<file path="config.mk">
export PLATFORM = sky130hd
export DESIGN_NAME = mem_pack
export DESIGN_NICKNAME = d
export VERILOG_FILES = /design/src/logic/ex_sel_pkg.sv /design/src/logic/mem_pack.sv
export SDC_FILE = /design/constraint.sdc
export NUM_CORES = 1
export LEC_CHECK = 0
export BUFFER_PORTS_ARGS = -buffer_cell sky130_fd_sc_hd__buf_2
export CAP_MARGIN = 30
export CORE_MARGIN = 2
export CORE_UTILIZATION = 35
export DETAILED_ROUTE_END_ITERATION = 10
export PLACE_DENSITY = 0.91
export REMOVE_ABC_BUFFERS = 1
export SLEW_MARGIN = 20
export SYNTH_ARGS = -nofsm -noshare
export SYNTH_HDL_FRONTEND = slang
export SYNTH_SLANG_ARGS = --single-unit
</file>
<file path="constraint.sdc">
create_clock -name vclk -period 1.5
set_input_delay 0.3 -clock vclk [all_inputs]
set_output_delay 0.3 -clock vclk [all_outputs]
set_load 0.01 [all_outputs]
</file>
<file path="src/logic/ex_sel_pkg.sv">
package ex_sel_pkg;

    // ALU operation
    typedef enum logic [3:0] {
        alu_add,
        alu_sub,
        alu_sll,
        alu_slt,
        alu_sltu,
        alu_xor,
        alu_srl,
        alu_sra,
        alu_or,
        alu_and,
        alu_pass_b
    } alu_op_e;

    // Operand A source
    typedef enum logic {
        a_reg,
        a_pc
    } a_sel_e;

    // Operand B source
    typedef enum logic {
        b_reg,
        b_imm
    } b_sel_e;

    // Store width
    typedef enum logic [1:0] {
        size_byte,
        size_half,
        size_word
    } size_e;

endpackage

</file>
<file path="src/logic/mem_pack.sv">
`timescale 1ns/1ps

module mem_pack (
    input  logic [31:0]       data,
    input  logic [1:0]        offset,
    input  ex_sel_pkg::size_e size,
    input  logic              store_en,
    output logic [31:0]       din,
    output logic [3:0]        we
);

    logic [3:0] lanes;

    always_comb begin
        case (size)
            ex_sel_pkg::size_byte: begin
                din   = {4{data[7:0]}};
                lanes = 4'b0001 << offset;
            end
            ex_sel_pkg::size_half: begin
                // Half-words sit on even byte pairs
                din   = {2{data[15:0]}};
                lanes = offset[1] ? 4'b1100 : 4'b0011;
            end
            default: begin
                din   = data;
                lanes = 4'b1111;
            end
        endcase
    end

    assign we = store_en ? lanes : 4'b0000;

endmodule

</file>
==> results_dict.tcl <==
set metrics [dict create \
    status "complete, no violations" \
    timing.slew.headroom 0.9094 \
    pre_cts_slack_ns 0.06003 \
    drv_cap 0 \
    port_buffers 73 \
    end_kind "primary output" \
    drt_iter0_drc 4 \
    num_vias 683 \
    die_width_um 42.33 \
    dieArea_um2 1792 \
    cts.repair.resized 0 \
    antenna_found_initial 0 \
    overflow 0 \
    synthDistinctLibCells 14 \
    core_area_um2 1334 \
    firstDrtPassIters 2 \
    rsz0062_at_grt "no" \
    gp_congestion 0.7139 \
    die_h_um 42.33 \
    fmax_ghz 0.6972 \
    path_class "in2out" \
    hold_viol_final 0 \
    grt_pass1_wl_mm 2.546 \
    worst_setup_path_start_kind "input pin" \
    area_growth_syn_to_layout_pct 61.07 \
    tightestPinTransition_ns 0.1321 \
    yosys_warnings 0 \
    path_buf_inv 3 \
    core.rowCount 13 \
    ff_latch_area_um2 0 \
    cts_setup_buffers 0 \
    cp.required_ns 1.20 \
    crit_chain "buf_2, buf_12, mux2_2, buf_2" \
    design.seq.count 0 \
    routed_wl_mm 1.557 \
    ios 73 \
    syn_inst 64 \
    path_delay_family "buffers and inverters" \
    cellPowerDensity_nw_per_um2 332.0 \
    setup_tns_ns 0 \
    n_antenna_cell 0 \
    hold_buffers 0 \
    fin_util 0.6210 \
    cpPeakStageDelay_ns 0.35 \
    hpwl_mm 1.324 \
    syn_area_um2 514.2 \
    path_common_cell "buf_2" \
    finalSetupViolations 0 \
    clock_buffers 0 \
    fin_crit_sh 0.9561 \
    period_minus_slack_ns 1.434 \
    final_layout_size_suffix_gt1_frac 0.7266 \
    min_path_type "in2out" \
    seq_area_frac_synth 0 \
    crit_arrival_ns 1.13 \
    grt_max_degree 29 \
    drv_slew 0 \
    path_max_fanout 28 \
    slowest_stage "mux2_2" \
    wire_per_inst_um 10.89 \
    worst_slack_ns 0.06578 \
    nNetsFinal 167 \
    syn_area_per_cell_um2 8.035 \
    grt.total_usage 0.1673 \
    drc 0 \
    peakVddDrop_uv 169.4 \
    leakagePower_nw 0.4843 \
    grt_pass1_vias 619 \
    ant_nets 0 \
    via_per_inst 4.776 \
    start_util 0.3856 \
]
-- kinds of logic (layout without fill, tap and decap cells) --
kind of cell,after synthesis,in the layout,synth area share
buffers and inverters,13,77,0.2117
multiplexers,24,24,0.5061
AND/OR/NAND/NOR,15,15,0.1557
AO/OA/AOI/OAI,12,12,0.1265
-- worst paths after layout --
path,startpoint,end,slack (ns),cells after the start
max,size[1],din[19],0.07,4
min,data[2],din[2],0.83,2
-- stage by stage --
step | hold slack, ns | instance area, um2 | cells | power (W)
after floorplan | 0.6000 | 409.1 | 52 | 0.0001145
after global placement | 0.8201 | 828.3 | 143 | 0.0002682
after detailed placement | 0.8249 | 828.3 | 143 | 0.0002770
after CTS | 0.8259 | 828.3 | 143 | 0.0002784
after global routing | 0.8395 | 828.3 | 143 | 0.0003014
final | 0.8260 | 828.3 | 143 | 0.0002750
-- final cells by class --
type / count / area, um2
inverter: 1 / 3.754
multi-input combinational: 51 / 405.4
fill: 126 / 505.5
timing repair buffer: 76 / 400.4
tap: 15 / 18.77
-- power by group --
part / switching [W] / internal (W)
clock network: 0 / 0
registers: 0 / 0
logic: 0.000131 / 0.000144
-- per-layer routing --
metal	part of all wire	wire length, um	vias up	GRT usage
met3	0.12	181	0	0.01293
met4	0	0	0	0.006250
met5	0	0	-	0
met1	0.35	547	294	0.1924
li1	-	-	345	-
met2	0.53	828	44	0.3415
-- cells in the final DEF, fill, tap and decap left out, types with 2 or more instances in the layout --
cell type / n
mux2i_1: 8
o21a_1: 2
nor2b_1: 2
nor2_1: 3
a21oi_1: 2
buf_2: 73
mux2_2: 16
buf_4: 2
nand2_1: 8
o21ai_0: 8
-- synthesized netlist by cell type, drive strengths merged --
library cell	instances	area, um2
o21a	2	15.01
o21ai	8	40.04
nand2b	1	6.260
mux2	16	180.2
buf	12	105.1
inv	1	3.750
nand2	8	30.03
a21oi	2	10.01
nor2b	2	12.51
mux2i	8	80.08
nor2	4	31.28
Note: power is estimated with default switching activity, not from simulation.
