`src/logic/rv_isa_pkg.sv`:
```
package rv_isa_pkg;

    // Major opcodes
    localparam logic [6:0] op_r      = 7'b0110011;
    localparam logic [6:0] op_imm    = 7'b0010011;
    localparam logic [6:0] op_lui    = 7'b0110111;
    localparam logic [6:0] op_auipc  = 7'b0010111;
    localparam logic [6:0] op_jal    = 7'b1101111;
    localparam logic [6:0] op_jalr   = 7'b1100111;
    localparam logic [6:0] op_branch = 7'b1100011;
    localparam logic [6:0] op_load   = 7'b0000011;
    localparam logic [6:0] op_store  = 7'b0100011;
    localparam logic [6:0] op_system = 7'b1110011;

    // ALU funct3, shared by register and immediate forms
    localparam logic [2:0] f3_add_sub = 3'b000;
    localparam logic [2:0] f3_sll     = 3'b001;
    localparam logic [2:0] f3_slt     = 3'b010;
    localparam logic [2:0] f3_sltu    = 3'b011;
    localparam logic [2:0] f3_xor     = 3'b100;
    localparam logic [2:0] f3_srl_sra = 3'b101;
    localparam logic [2:0] f3_or      = 3'b110;
    localparam logic [2:0] f3_and     = 3'b111;

    // Branch funct3
    localparam logic [2:0] f3_beq  = 3'b000;
    localparam logic [2:0] f3_bne  = 3'b001;
    localparam logic [2:0] f3_blt  = 3'b100;
    localparam logic [2:0] f3_bge  = 3'b101;
    localparam logic [2:0] f3_bltu = 3'b110;
    localparam logic [2:0] f3_bgeu = 3'b111;

    // Store funct3
    localparam logic [2:0] f3_sb = 3'b000;
    localparam logic [2:0] f3_sh = 3'b001;
    localparam logic [2:0] f3_sw = 3'b010;

    // CSR funct3
    localparam logic [2:0] f3_csrrw  = 3'b001;
    localparam logic [2:0] f3_csrrwi = 3'b101;

    localparam logic [11:0] csr_tohost = 12'h51E;

    // addi x0, x0, 0
    localparam logic [31:0] nop = 32'h0000_0013;

endpackage

```
`src/logic/ex_wb_reg.sv`:
```
`timescale 1ns/1ps

module ex_wb_reg (
    input  logic        clk,
    input  logic        reset,
    input  logic        ex_valid,
    input  logic [31:0] pc,
    input  logic [31:0] inst,
    input  logic [31:0] alu_res,
    output logic [31:0] wb_pc4,
    output logic [31:0] wb_inst,
    output logic [31:0] wb_alu
);

    logic [31:0] pc4;

    assign pc4 = pc + 32'd4;

    // A squashed instruction becomes a bubble in writeback
    always_ff @(posedge clk) begin
        if (reset || !ex_valid) begin
            wb_pc4  <= 32'd0;
            wb_inst <= rv_isa_pkg::nop;
            wb_alu  <= 32'd0;
        end else begin
            wb_pc4  <= pc4;
            wb_inst <= inst;
            wb_alu  <= alu_res;
        end
    end

endmodule

```
`config.mk`:
```
export PLATFORM = sky130hd
export DESIGN_NAME = ex_wb_reg
export DESIGN_NICKNAME = d
export VERILOG_FILES = /design/src/logic/rv_isa_pkg.sv /design/src/logic/ex_wb_reg.sv
export SDC_FILE = /design/constraint.sdc
export NUM_CORES = 1
export LEC_CHECK = 0
export BUFFER_PORTS_ARGS = -buffer_cell sky130_fd_sc_hd__buf_2
export CORE_AREA = 2 2 72 108
export CTS_CLUSTER_SIZE = 8
export DETAILED_ROUTE_END_ITERATION = 10
export DIE_AREA = 0 0 74 110
export PLACE_DENSITY = 0.82
export SLEW_MARGIN = 15
export SYNTH_ARGS = -nofsm -noshare
export SYNTH_HDL_FRONTEND = slang
export SYNTH_SLANG_ARGS = --single-unit
```
`constraint.sdc`:
```
create_clock -name clk -period 5.2 [get_ports clk]
set_input_delay 1.04 -clock clk [delete_from_list [all_inputs] [get_ports clk]]
set_output_delay 1.04 -clock clk [all_outputs]
set_load 0.005 [all_outputs]
```
==> qor.txt <==
Clock root cell: clkbuf_8
Worst-path clk slew: 0.09 ns
Num CTS Buffers: 9
Die width: 74 µm
GRT overflow: 0
Final hold violation count: 0
Worst Hold Class: input port to flop
Commonest non-fill, non-tap cell in the layout: buf_2
First-pass GRT wire length: 11.4 mm
Final nets: 595
Die height: 110 µm
Starting density of the core: 0.445
Synthesized area per cell: 10.5 µm²
Drt first pass iters: 4
CP required: 5.47 ns
PD cells: 311 nW/µm²
Core Footprint: 7180 µm²
Top post-synthesis cells by area: dfxtp_1, and2_1, xnor2_1
GP Congestion: 0.880
# fillers: 610
CTS tree: yes
Setup TNS: 0 ns
CP Capture Type: flop
CP max FO: 14
WL per Instance: 12.8 µm
Max cap viols: 0
Via count: 2780
Hold_buf cts: 0
Initial antenna violation count: 0
Number of global-route vias before repair: 2575
Boundary Pins: 195
DRC Markers: 0
Layout cells sized above 1: 0.444
Dpl cell area: 4230 µm²
Diodes inserted: 0
IO buf count: 194
Total power: 1380 µW
Area growth from synthesis to layout: 39.1%
CP endpoint: wb_pc4[24]$_SDFF_PP0_
Max_slew headroom: 0.472
H-tree depth: 3
Distinct cells, synth: 35
Leak: 0.00217 µW
Seq/Total Area, Yosys: 0.602
Most frequent cells in the layout: buf_2, dfxtp_1, and2_1
Maximum VDD drop: 0.300 mV
GRT Util Overall: 0.186
Least-Margin Pin Slew: 0.792 ns
Share of the synthesized area in the top cell type: 0.602
Synthesized cell area: 3190 µm²
Critical Path AT: 2.89 ns
Final ANT Viol Nets: 0
Cell area after layout: 4440 µm²
Startpoint types: input port
Initial DRC count: 119
Total setup buffers inserted after CTS: 0
Slew Limit Fails: 0
Critical path class: input port to flop
CTS resizes: 0
Synth Net Count: 403
Finish-stage setup viols: 0
Pin count of the biggest net entering global routing: 77
Largest area contributor in the netlist: dfxtp_1
F_max: 381 MHz
Post-Synthesis Cells: 303
Ys Warns: 0
Post-synthesis register bit count: 96
Final wirelength: 7.66 mm
Crit. Startpoint: pc[2]
CTS max path bufs: 2
Die area: 8140 µm²
Final Cycle Share: 0.504
RSZ-0062 raised after global routing: false
Status: finished, final reports clean
Vias/cell: 4.63
Period minus WS final: 2.62 ns
Rows: 38
CTS Sinks: 96
Detailed Place HPWL: 5.83 mm
cell families (layout without fill, tap and decap cells):
kind of cell	count (synthesis)	after routing	synth area share
xor gates and xnor gates	10	10	0.0274
muxes	3	3	0.00941
buffers and inverters	18	215	0.0267
DFF	96	96	0.602
adders and majority gates	1	1	0.00392
and+or+nand+nor	145	145	0.271
AOI/OAI and AO/OA	30	30	0.0592
flip-flops by register name, indices dropped and copies added (netlist names):
register  flops
wb_alu       32
wb_inst      32
wb_pc4       32
per-stage QoR:
step                      hold slack (ns)  std cells   util  setup slack [ns]
after floorplan                      1.11        303      -              2.85
after global placement               1.22        583  0.589              2.37
after detailed placement             1.22        583  0.589              2.27
after CTS                           0.838        599  0.616              2.65
after global routing                0.855        600  0.618              2.43
final                               0.856        600  0.618              2.58
area by class of cell:
type	instances	area [µm²]	share of cell area
Clock buffer	9	124	0.0279
Multi-Input combinational cell	189	1190	0.269
Inverter	4	15.0	0.00338
Timing Repair Buffer	195	991	0.223
Tap cell	100	125	0.0282
Clock inverter	7	70.1	0.0158
Sequential cell	96	1920	0.433
worst max-delay path: stages:
cell and delay (ns):
buf_2 0.12, ha_1 0.23, and4_2 0.30, nand4_1 0.42, or4_1 0.62, a21oi_1 0.17
worst min path at each step:
stage,start,endpoint,depth (start not counted)
floorplan,pc[2],wb_pc4[2]$_SDFF_PP0_,1
global placement,inst[0],wb_inst[0]$_SDFF_PP1_,2
detailed placement,inst[0],wb_inst[0]$_SDFF_PP1_,2
CTS,inst[0],wb_inst[0]$_SDFF_PP1_,2
global route,inst[1],wb_inst[1]$_SDFF_PP1_,2
finish,inst[0],wb_inst[0]$_SDFF_PP1_,2
layer usage:
metal  routed length [µm]  track usage  vias up
li1                     -            -     1397
met1                 2850        0.198     1213
met2                 3830        0.297      148
met3                  679       0.0591       22
met4                  312        0.145        0
met5                    0            0        -
where the power goes:
group	internal (µW)	switching [µW]
Clock	222	256
Sequential	765	6.69
Combinational	69.7	60.0
Total	1060	323
synth_stat cells:
master and instances:
dfxtp_1 96, and2_1 65, nand2_1 16, a21oi_1 12, nor2_1 11, clkbuf_1 10
o31ai_1 8, or4_1 8, nand2b_1 7, nand3_1 7, xnor2_1 7, nor4_1 6
inv_1 4, nand4_1 4, o21a_1 4, o21ai_0 4, or3_1 4, and3_2 3
mux2i_1 3, nor3_1 3, xor2_1 3, and2_2 2, and3_1 2, buf_2 2
buf_6 2, and4_1 1, and4_2 1, ha_1 1, nand3_2 1, nor2b_1 1
nor4b_1 1, nor4b_2 1, o31a_1 1, o31a_2 1, or3_2 1
No activity file was read; power rests on OpenSTA's default activity.
