## src/logic/ex_sel_pkg.sv

```systemverilog
package ex_sel_pkg;

    // ALU operation
    typedef enum logic [3:0] {
        alu_add,
        alu_sub,
        alu_sll,
        alu_slt,
        alu_sltu,
        alu_xor,
        alu_srl,
        alu_sra,
        alu_or,
        alu_and,
        alu_pass_b
    } alu_op_e;

    // Operand A source
    typedef enum logic {
        a_reg,
        a_pc
    } a_sel_e;

    // Operand B source
    typedef enum logic {
        b_reg,
        b_imm
    } b_sel_e;

    // Store width
    typedef enum logic [1:0] {
        size_byte,
        size_half,
        size_word
    } size_e;

endpackage

```

## src/logic/rv_isa_pkg.sv

```systemverilog
package rv_isa_pkg;

    // Major opcodes
    localparam logic [6:0] op_r      = 7'b0110011;
    localparam logic [6:0] op_imm    = 7'b0010011;
    localparam logic [6:0] op_lui    = 7'b0110111;
    localparam logic [6:0] op_auipc  = 7'b0010111;
    localparam logic [6:0] op_jal    = 7'b1101111;
    localparam logic [6:0] op_jalr   = 7'b1100111;
    localparam logic [6:0] op_branch = 7'b1100011;
    localparam logic [6:0] op_load   = 7'b0000011;
    localparam logic [6:0] op_store  = 7'b0100011;
    localparam logic [6:0] op_system = 7'b1110011;

    // ALU funct3, shared by register and immediate forms
    localparam logic [2:0] f3_add_sub = 3'b000;
    localparam logic [2:0] f3_sll     = 3'b001;
    localparam logic [2:0] f3_slt     = 3'b010;
    localparam logic [2:0] f3_sltu    = 3'b011;
    localparam logic [2:0] f3_xor     = 3'b100;
    localparam logic [2:0] f3_srl_sra = 3'b101;
    localparam logic [2:0] f3_or      = 3'b110;
    localparam logic [2:0] f3_and     = 3'b111;

    // Branch funct3
    localparam logic [2:0] f3_beq  = 3'b000;
    localparam logic [2:0] f3_bne  = 3'b001;
    localparam logic [2:0] f3_blt  = 3'b100;
    localparam logic [2:0] f3_bge  = 3'b101;
    localparam logic [2:0] f3_bltu = 3'b110;
    localparam logic [2:0] f3_bgeu = 3'b111;

    // Store funct3
    localparam logic [2:0] f3_sb = 3'b000;
    localparam logic [2:0] f3_sh = 3'b001;
    localparam logic [2:0] f3_sw = 3'b010;

    // CSR funct3
    localparam logic [2:0] f3_csrrw  = 3'b001;
    localparam logic [2:0] f3_csrrwi = 3'b101;

    localparam logic [11:0] csr_tohost = 12'h51E;

    // addi x0, x0, 0
    localparam logic [31:0] nop = 32'h0000_0013;

endpackage

```

## src/logic/ex_control.sv

```systemverilog
`timescale 1ns/1ps

module ex_control (
    input  logic                clk,
    input  logic                reset,
    input  logic [31:0]         inst,
    input  logic [31:0]         rd1,
    input  logic [31:0]         imm,
    input  logic                breq,
    input  logic                brlt,
    input  logic                br_taken,
    output ex_sel_pkg::alu_op_e alu_op,
    output ex_sel_pkg::a_sel_e  a_sel,
    output ex_sel_pkg::b_sel_e  b_sel,
    output logic                br_unsigned,
    output ex_sel_pkg::size_e   store_size,
    output logic                dmem_en,
    output logic                store_en,
    output logic                ex_valid,
    output logic                wb_flush,
    output logic [31:0]         tohost
);

    logic [6:0] opcode;
    logic [2:0] funct3;
    logic       alt;
    logic       taken;
    logic       mispredict;
    logic       csr_write;

    assign opcode = inst[6:0];
    assign funct3 = inst[14:12];
    assign alt    = inst[30];

    // Squashed while the previous instruction is flushing
    assign ex_valid = ~wb_flush;

    always_comb begin
        alu_op = ex_sel_pkg::alu_add;
        a_sel  = ex_sel_pkg::a_reg;
        b_sel  = ex_sel_pkg::b_imm;
        case (opcode)
            rv_isa_pkg::op_r, rv_isa_pkg::op_imm: begin
                if (opcode == rv_isa_pkg::op_r) begin
                    b_sel = ex_sel_pkg::b_reg;
                end
                case (funct3)
                    rv_isa_pkg::f3_add_sub: begin
                        // Only the register form has sub
                        if (opcode == rv_isa_pkg::op_r && alt) begin
                            alu_op = ex_sel_pkg::alu_sub;
                        end
                    end
                    rv_isa_pkg::f3_sll:  alu_op = ex_sel_pkg::alu_sll;
                    rv_isa_pkg::f3_slt:  alu_op = ex_sel_pkg::alu_slt;
                    rv_isa_pkg::f3_sltu: alu_op = ex_sel_pkg::alu_sltu;
                    rv_isa_pkg::f3_xor:  alu_op = ex_sel_pkg::alu_xor;
                    rv_isa_pkg::f3_srl_sra: begin
                        alu_op = alt ? ex_sel_pkg::alu_sra : ex_sel_pkg::alu_srl;
                    end
                    rv_isa_pkg::f3_or:   alu_op = ex_sel_pkg::alu_or;
                    default:             alu_op = ex_sel_pkg::alu_and;
                endcase
            end
            rv_isa_pkg::op_lui: alu_op = ex_sel_pkg::alu_pass_b;
            // Targets relative to pc
            rv_isa_pkg::op_auipc, rv_isa_pkg::op_jal, rv_isa_pkg::op_branch: begin
                a_sel = ex_sel_pkg::a_pc;
            end
            default: ;
        endcase
    end

    always_comb begin
        case (funct3)
            rv_isa_pkg::f3_sb: store_size = ex_sel_pkg::size_byte;
            rv_isa_pkg::f3_sh: store_size = ex_sel_pkg::size_half;
            default:           store_size = ex_sel_pkg::size_word;
        endcase
    end

    assign store_en = ex_valid && opcode == rv_isa_pkg::op_store;
    assign dmem_en  = store_en || opcode == rv_isa_pkg::op_load;

    assign br_unsigned = funct3 == rv_isa_pkg::f3_bltu || funct3 == rv_isa_pkg::f3_bgeu;

    always_comb begin
        case (funct3)
            rv_isa_pkg::f3_beq:  taken = breq;
            rv_isa_pkg::f3_bne:  taken = ~breq;
            rv_isa_pkg::f3_blt:  taken = brlt;
            rv_isa_pkg::f3_bge:  taken = ~brlt;
            rv_isa_pkg::f3_bltu: taken = brlt;
            rv_isa_pkg::f3_bgeu: taken = ~brlt;
            default:             taken = 1'b0;
        endcase
    end

    // JALR target is never predicted
    always_comb begin
        case (opcode)
            rv_isa_pkg::op_branch: mispredict = taken != br_taken;
            rv_isa_pkg::op_jalr:   mispredict = 1'b1;
            rv_isa_pkg::op_jal:    mispredict = ~br_taken;
            default:               mispredict = 1'b0;
        endcase
    end

    always_ff @(posedge clk) begin
        if (reset) begin
            wb_flush <= 1'b0;
        end else begin
            wb_flush <= ex_valid && mispredict;
        end
    end

    assign csr_write = ex_valid && opcode == rv_isa_pkg::op_system
                       && inst[31:20] == rv_isa_pkg::csr_tohost;

    always_ff @(posedge clk) begin
        if (reset) begin
            tohost <= 32'd0;
        end else if (csr_write) begin
            if (funct3 == rv_isa_pkg::f3_csrrw) begin
                tohost <= rd1;
            end else if (funct3 == rv_isa_pkg::f3_csrrwi) begin
                // zimm arrives in the low bits of the decoded immediate
                tohost <= {27'd0, imm[4:0]};
            end
        end
    end

endmodule

```

## config.mk

```make
export PLATFORM = sky130hd
export DESIGN_NAME = ex_control
export DESIGN_NICKNAME = d
export VERILOG_FILES = /design/src/logic/ex_sel_pkg.sv /design/src/logic/rv_isa_pkg.sv /design/src/logic/ex_control.sv
export SDC_FILE = /design/constraint.sdc
export NUM_CORES = 1
export LEC_CHECK = 0
export ABC_AREA = 1
export BUFFER_PORTS_ARGS = -buffer_cell sky130_fd_sc_hd__buf_2
export CORE_UTILIZATION = 35
export DETAILED_ROUTE_END_ITERATION = 16
export GPL_TIMING_DRIVEN = 0
export PLACE_DENSITY = 0.82
export SLEW_MARGIN = 10
export SYNTH_ARGS = -nofsm -noshare
export SYNTH_HDL_FRONTEND = slang
export SYNTH_SLANG_ARGS = --single-unit
```

## constraint.sdc

```tcl
create_clock -name clk -period 1.45 [get_ports clk]
set_clock_uncertainty 0.2 [all_clocks]
set_input_delay 0.0725 -clock clk [delete_from_list [all_inputs] [get_ports clk]]
set_output_delay 0.0725 -clock clk [all_outputs]
set_load 0.1 [all_outputs]
```

==> metrics <==
fin crit share=108.7%; Die Y=73.50 um; Slew headroom=53.50%; clock network power share=39.1%; final hold violations=2; final setup TNS=-3400 ps; maximum VDD drop=0.3707 mV; via-per-instance ratio=4.625; Hold Worst Slack=-35.53 ps; post-synth cell types=22; port bufs=108; DIE AREA=0.005402 mm2; sw frac=26.88%; ant diodes=0; drt wl/cell=12.02 um; Logic pwr share=20.4%; RD Place Congestion=0.7498; PD cells=646.9 mW/mm2; Routed WL=6286 um; Cell Count, Final, Fillers Out=523; DRC viols=0; post-synth net total=391; Synth Warn #=0; initial core utilization=37.14%; pre-CTS WS=-281.0 ps; worst hold path type=input port to flip-flop; Finish-stage setup viols=33; max-slew violations=0; status=complete, but fails checks; first-pass GRT wire length=9618 um; antenna viol nets, final=0; PnR worst setup slack=-125.5 ps; Worst Path Required=1420 ps; P&R area growth vs syn=92.45%; insertion delay to the later sink of the worst-skew pair=280 ps; DRT Pass-1 Iters=4; Worst Path Max Fanout=8; Syn Area/Cell=6.170 um2; Final Cell Area=0.003443 mm2; fraction of layout cells with a size suffix above 1=42.11%; vias in the first global route=2304; commonest non-fill, non-tap cell in the layout=buf_2; Congestion Overflow GR=0; failing checks=hold timing, setup timing; Seq/Total Area, Yosys=36.92%; RSZ-0062 raised after global routing=true; row count=25; Yosys reg bits=33; CTS Buf Count=5; Sw Pwr=598.7 uW; Internal Pwr Total=1629 uW; Post-DP Area=0.002621 mm2; Worst-Margin Slew=697.5 ps; CTS sink cnt=33; number of I/O pins=146; Core ar.=0.004817 mm2; sequential share of power=40.6%; Reg clk slew, reported paths=70 ps; maxcap violations=0; vias post-DR=2419; fmax=0.6347 GHz; Max clock buf depth=2; Worst setup SP type=flip-flop; nets=556; Die W=73.50 um; dpl cells=465; initial antenna violation count=0; number of DRC markers in iteration 0=40; TritonCTS clock tree=built; placed wire-length estimate=3755 um; Worst Setup End Kind=flip-flop; # H-tree levels=2; WP data arrival=1550 ps; largest net degree at the start of global routing=13; leakage power=0.001688 uW; CTS Root Cell=clkbuf_8; clock period minus final worst setup slack=1575 ps; CP Class=flip-flop to flip-flop; gr usage total=23.06%; most frequent cells in the layout=buf_2 (99), nor2_1 (95), inv_1 (42); Mapped Area=0.001789 mm2; Cells after Synth=290
-- per-stage QoR --
step	util (%)	total power, uW
6_report	71.48	2228
5_1_grt	71.48	2327
4_1_cts	69.43	2231
3_5_place_dp	54.42	1252
3_3_place_gp	54.42	1247
2_1_floorplan	-	1117
-- metal layers --
layer	wire length (um)	up-vias	track usage, %
li1	-	1226	-
met1	2350	1100	22.05
met3	346	10	6.310
met4	87	0	7.692
met5	0	-	0
met2	3502	83	46.38
-- layout make-up --
cell class | count | area (um2)
buffer | 12 | 121.4
clock buffer | 5 | 68.82
clock inverter | 3 | 46.29
fill | 403 | 1374
inverter | 50 | 207.7
multi-input combinational | 195 | 1147
sequential | 33 | 664.4
tap | 67 | 83.83
timing repair buffer | 158 | 1104
-- power by group through the flow --
stage	combinational [uW]	sequential, uW	clock (uW)
after CTS	429	904	899
after global routing	494	903	929
after floorplan	192	925	0
final	453	904	870
after global placement	322	925	0
after detailed placement	327	925	0
-- critical path, stage by stage, from the launching register on --
cell	delay (ps)
dfxtp_4	370
nor2_2	70
nand3_1	90
nor2_2	110
buf_4	130
nand3_4	140
clkbuf_8	200
o21ai_1	110
nor2_1	50
-- timing repair --
action | in CTS | in global routing
hold endpoints to repair | 33 | 2
endpoints found under the setup margin | 40 | 38
cloned | 4 | 0
hold buffers | 35 | 5
pin swaps | 11 | 1
gates resized for setup | 78 | 9
setup buffers | 3 | 3
-- registers in the layout, summed over array words and instances (netlist names) --
register,flops
tohost,32
wb_flush,1
-- Yosys cell counts, drive strengths merged --
cell / number / area (um2)
a2111oi: 1 / 8.760
a21oi: 2 / 10.01
a41oi: 1 / 8.760
buf: 6 / 48.79
clkbuf: 6 / 22.52
dfxtp: 33 / 660.6
inv: 50 / 187.7
nand2: 27 / 103.9
nand3: 13 / 70.07
nand4: 4 / 25.02
nor2: 102 / 405.4
nor3: 4 / 20.02
nor4: 1 / 6.260
o2111ai: 2 / 17.52
o21ai: 37 / 185.2
or2: 1 / 8.760
-- final timing paths --
| kind | startpoint | endpoint | slack [ps] | cells past startpoint |
|---|---|---|---|---|
| setup / recovery | wb_flush$_SDFF_PP0_ | tohost[27]$_SDFFE_PP0P_ | -130 | 8 |
| hold / removal | rd1[18] | tohost[18]$_SDFFE_PP0P_ | -40 | 5 |
| setup reg to reg | wb_flush$_SDFF_PP0_ | tohost[27]$_SDFFE_PP0P_ | -130 | 8 |
| hold reg to reg | tohost[25]$_SDFFE_PP0P_ | tohost[25]$_SDFFE_PP0P_ | 280 | 2 |
-- kinds of logic after synthesis --
logic type,after synthesis,synth area share (%)
AOI/OAI and AO/OA,43,12.87
buffers and inverters,62,14.48
DFF,33,36.92
and+or+nand+nor,152,35.73
Power figures use the tool's default switching activity.
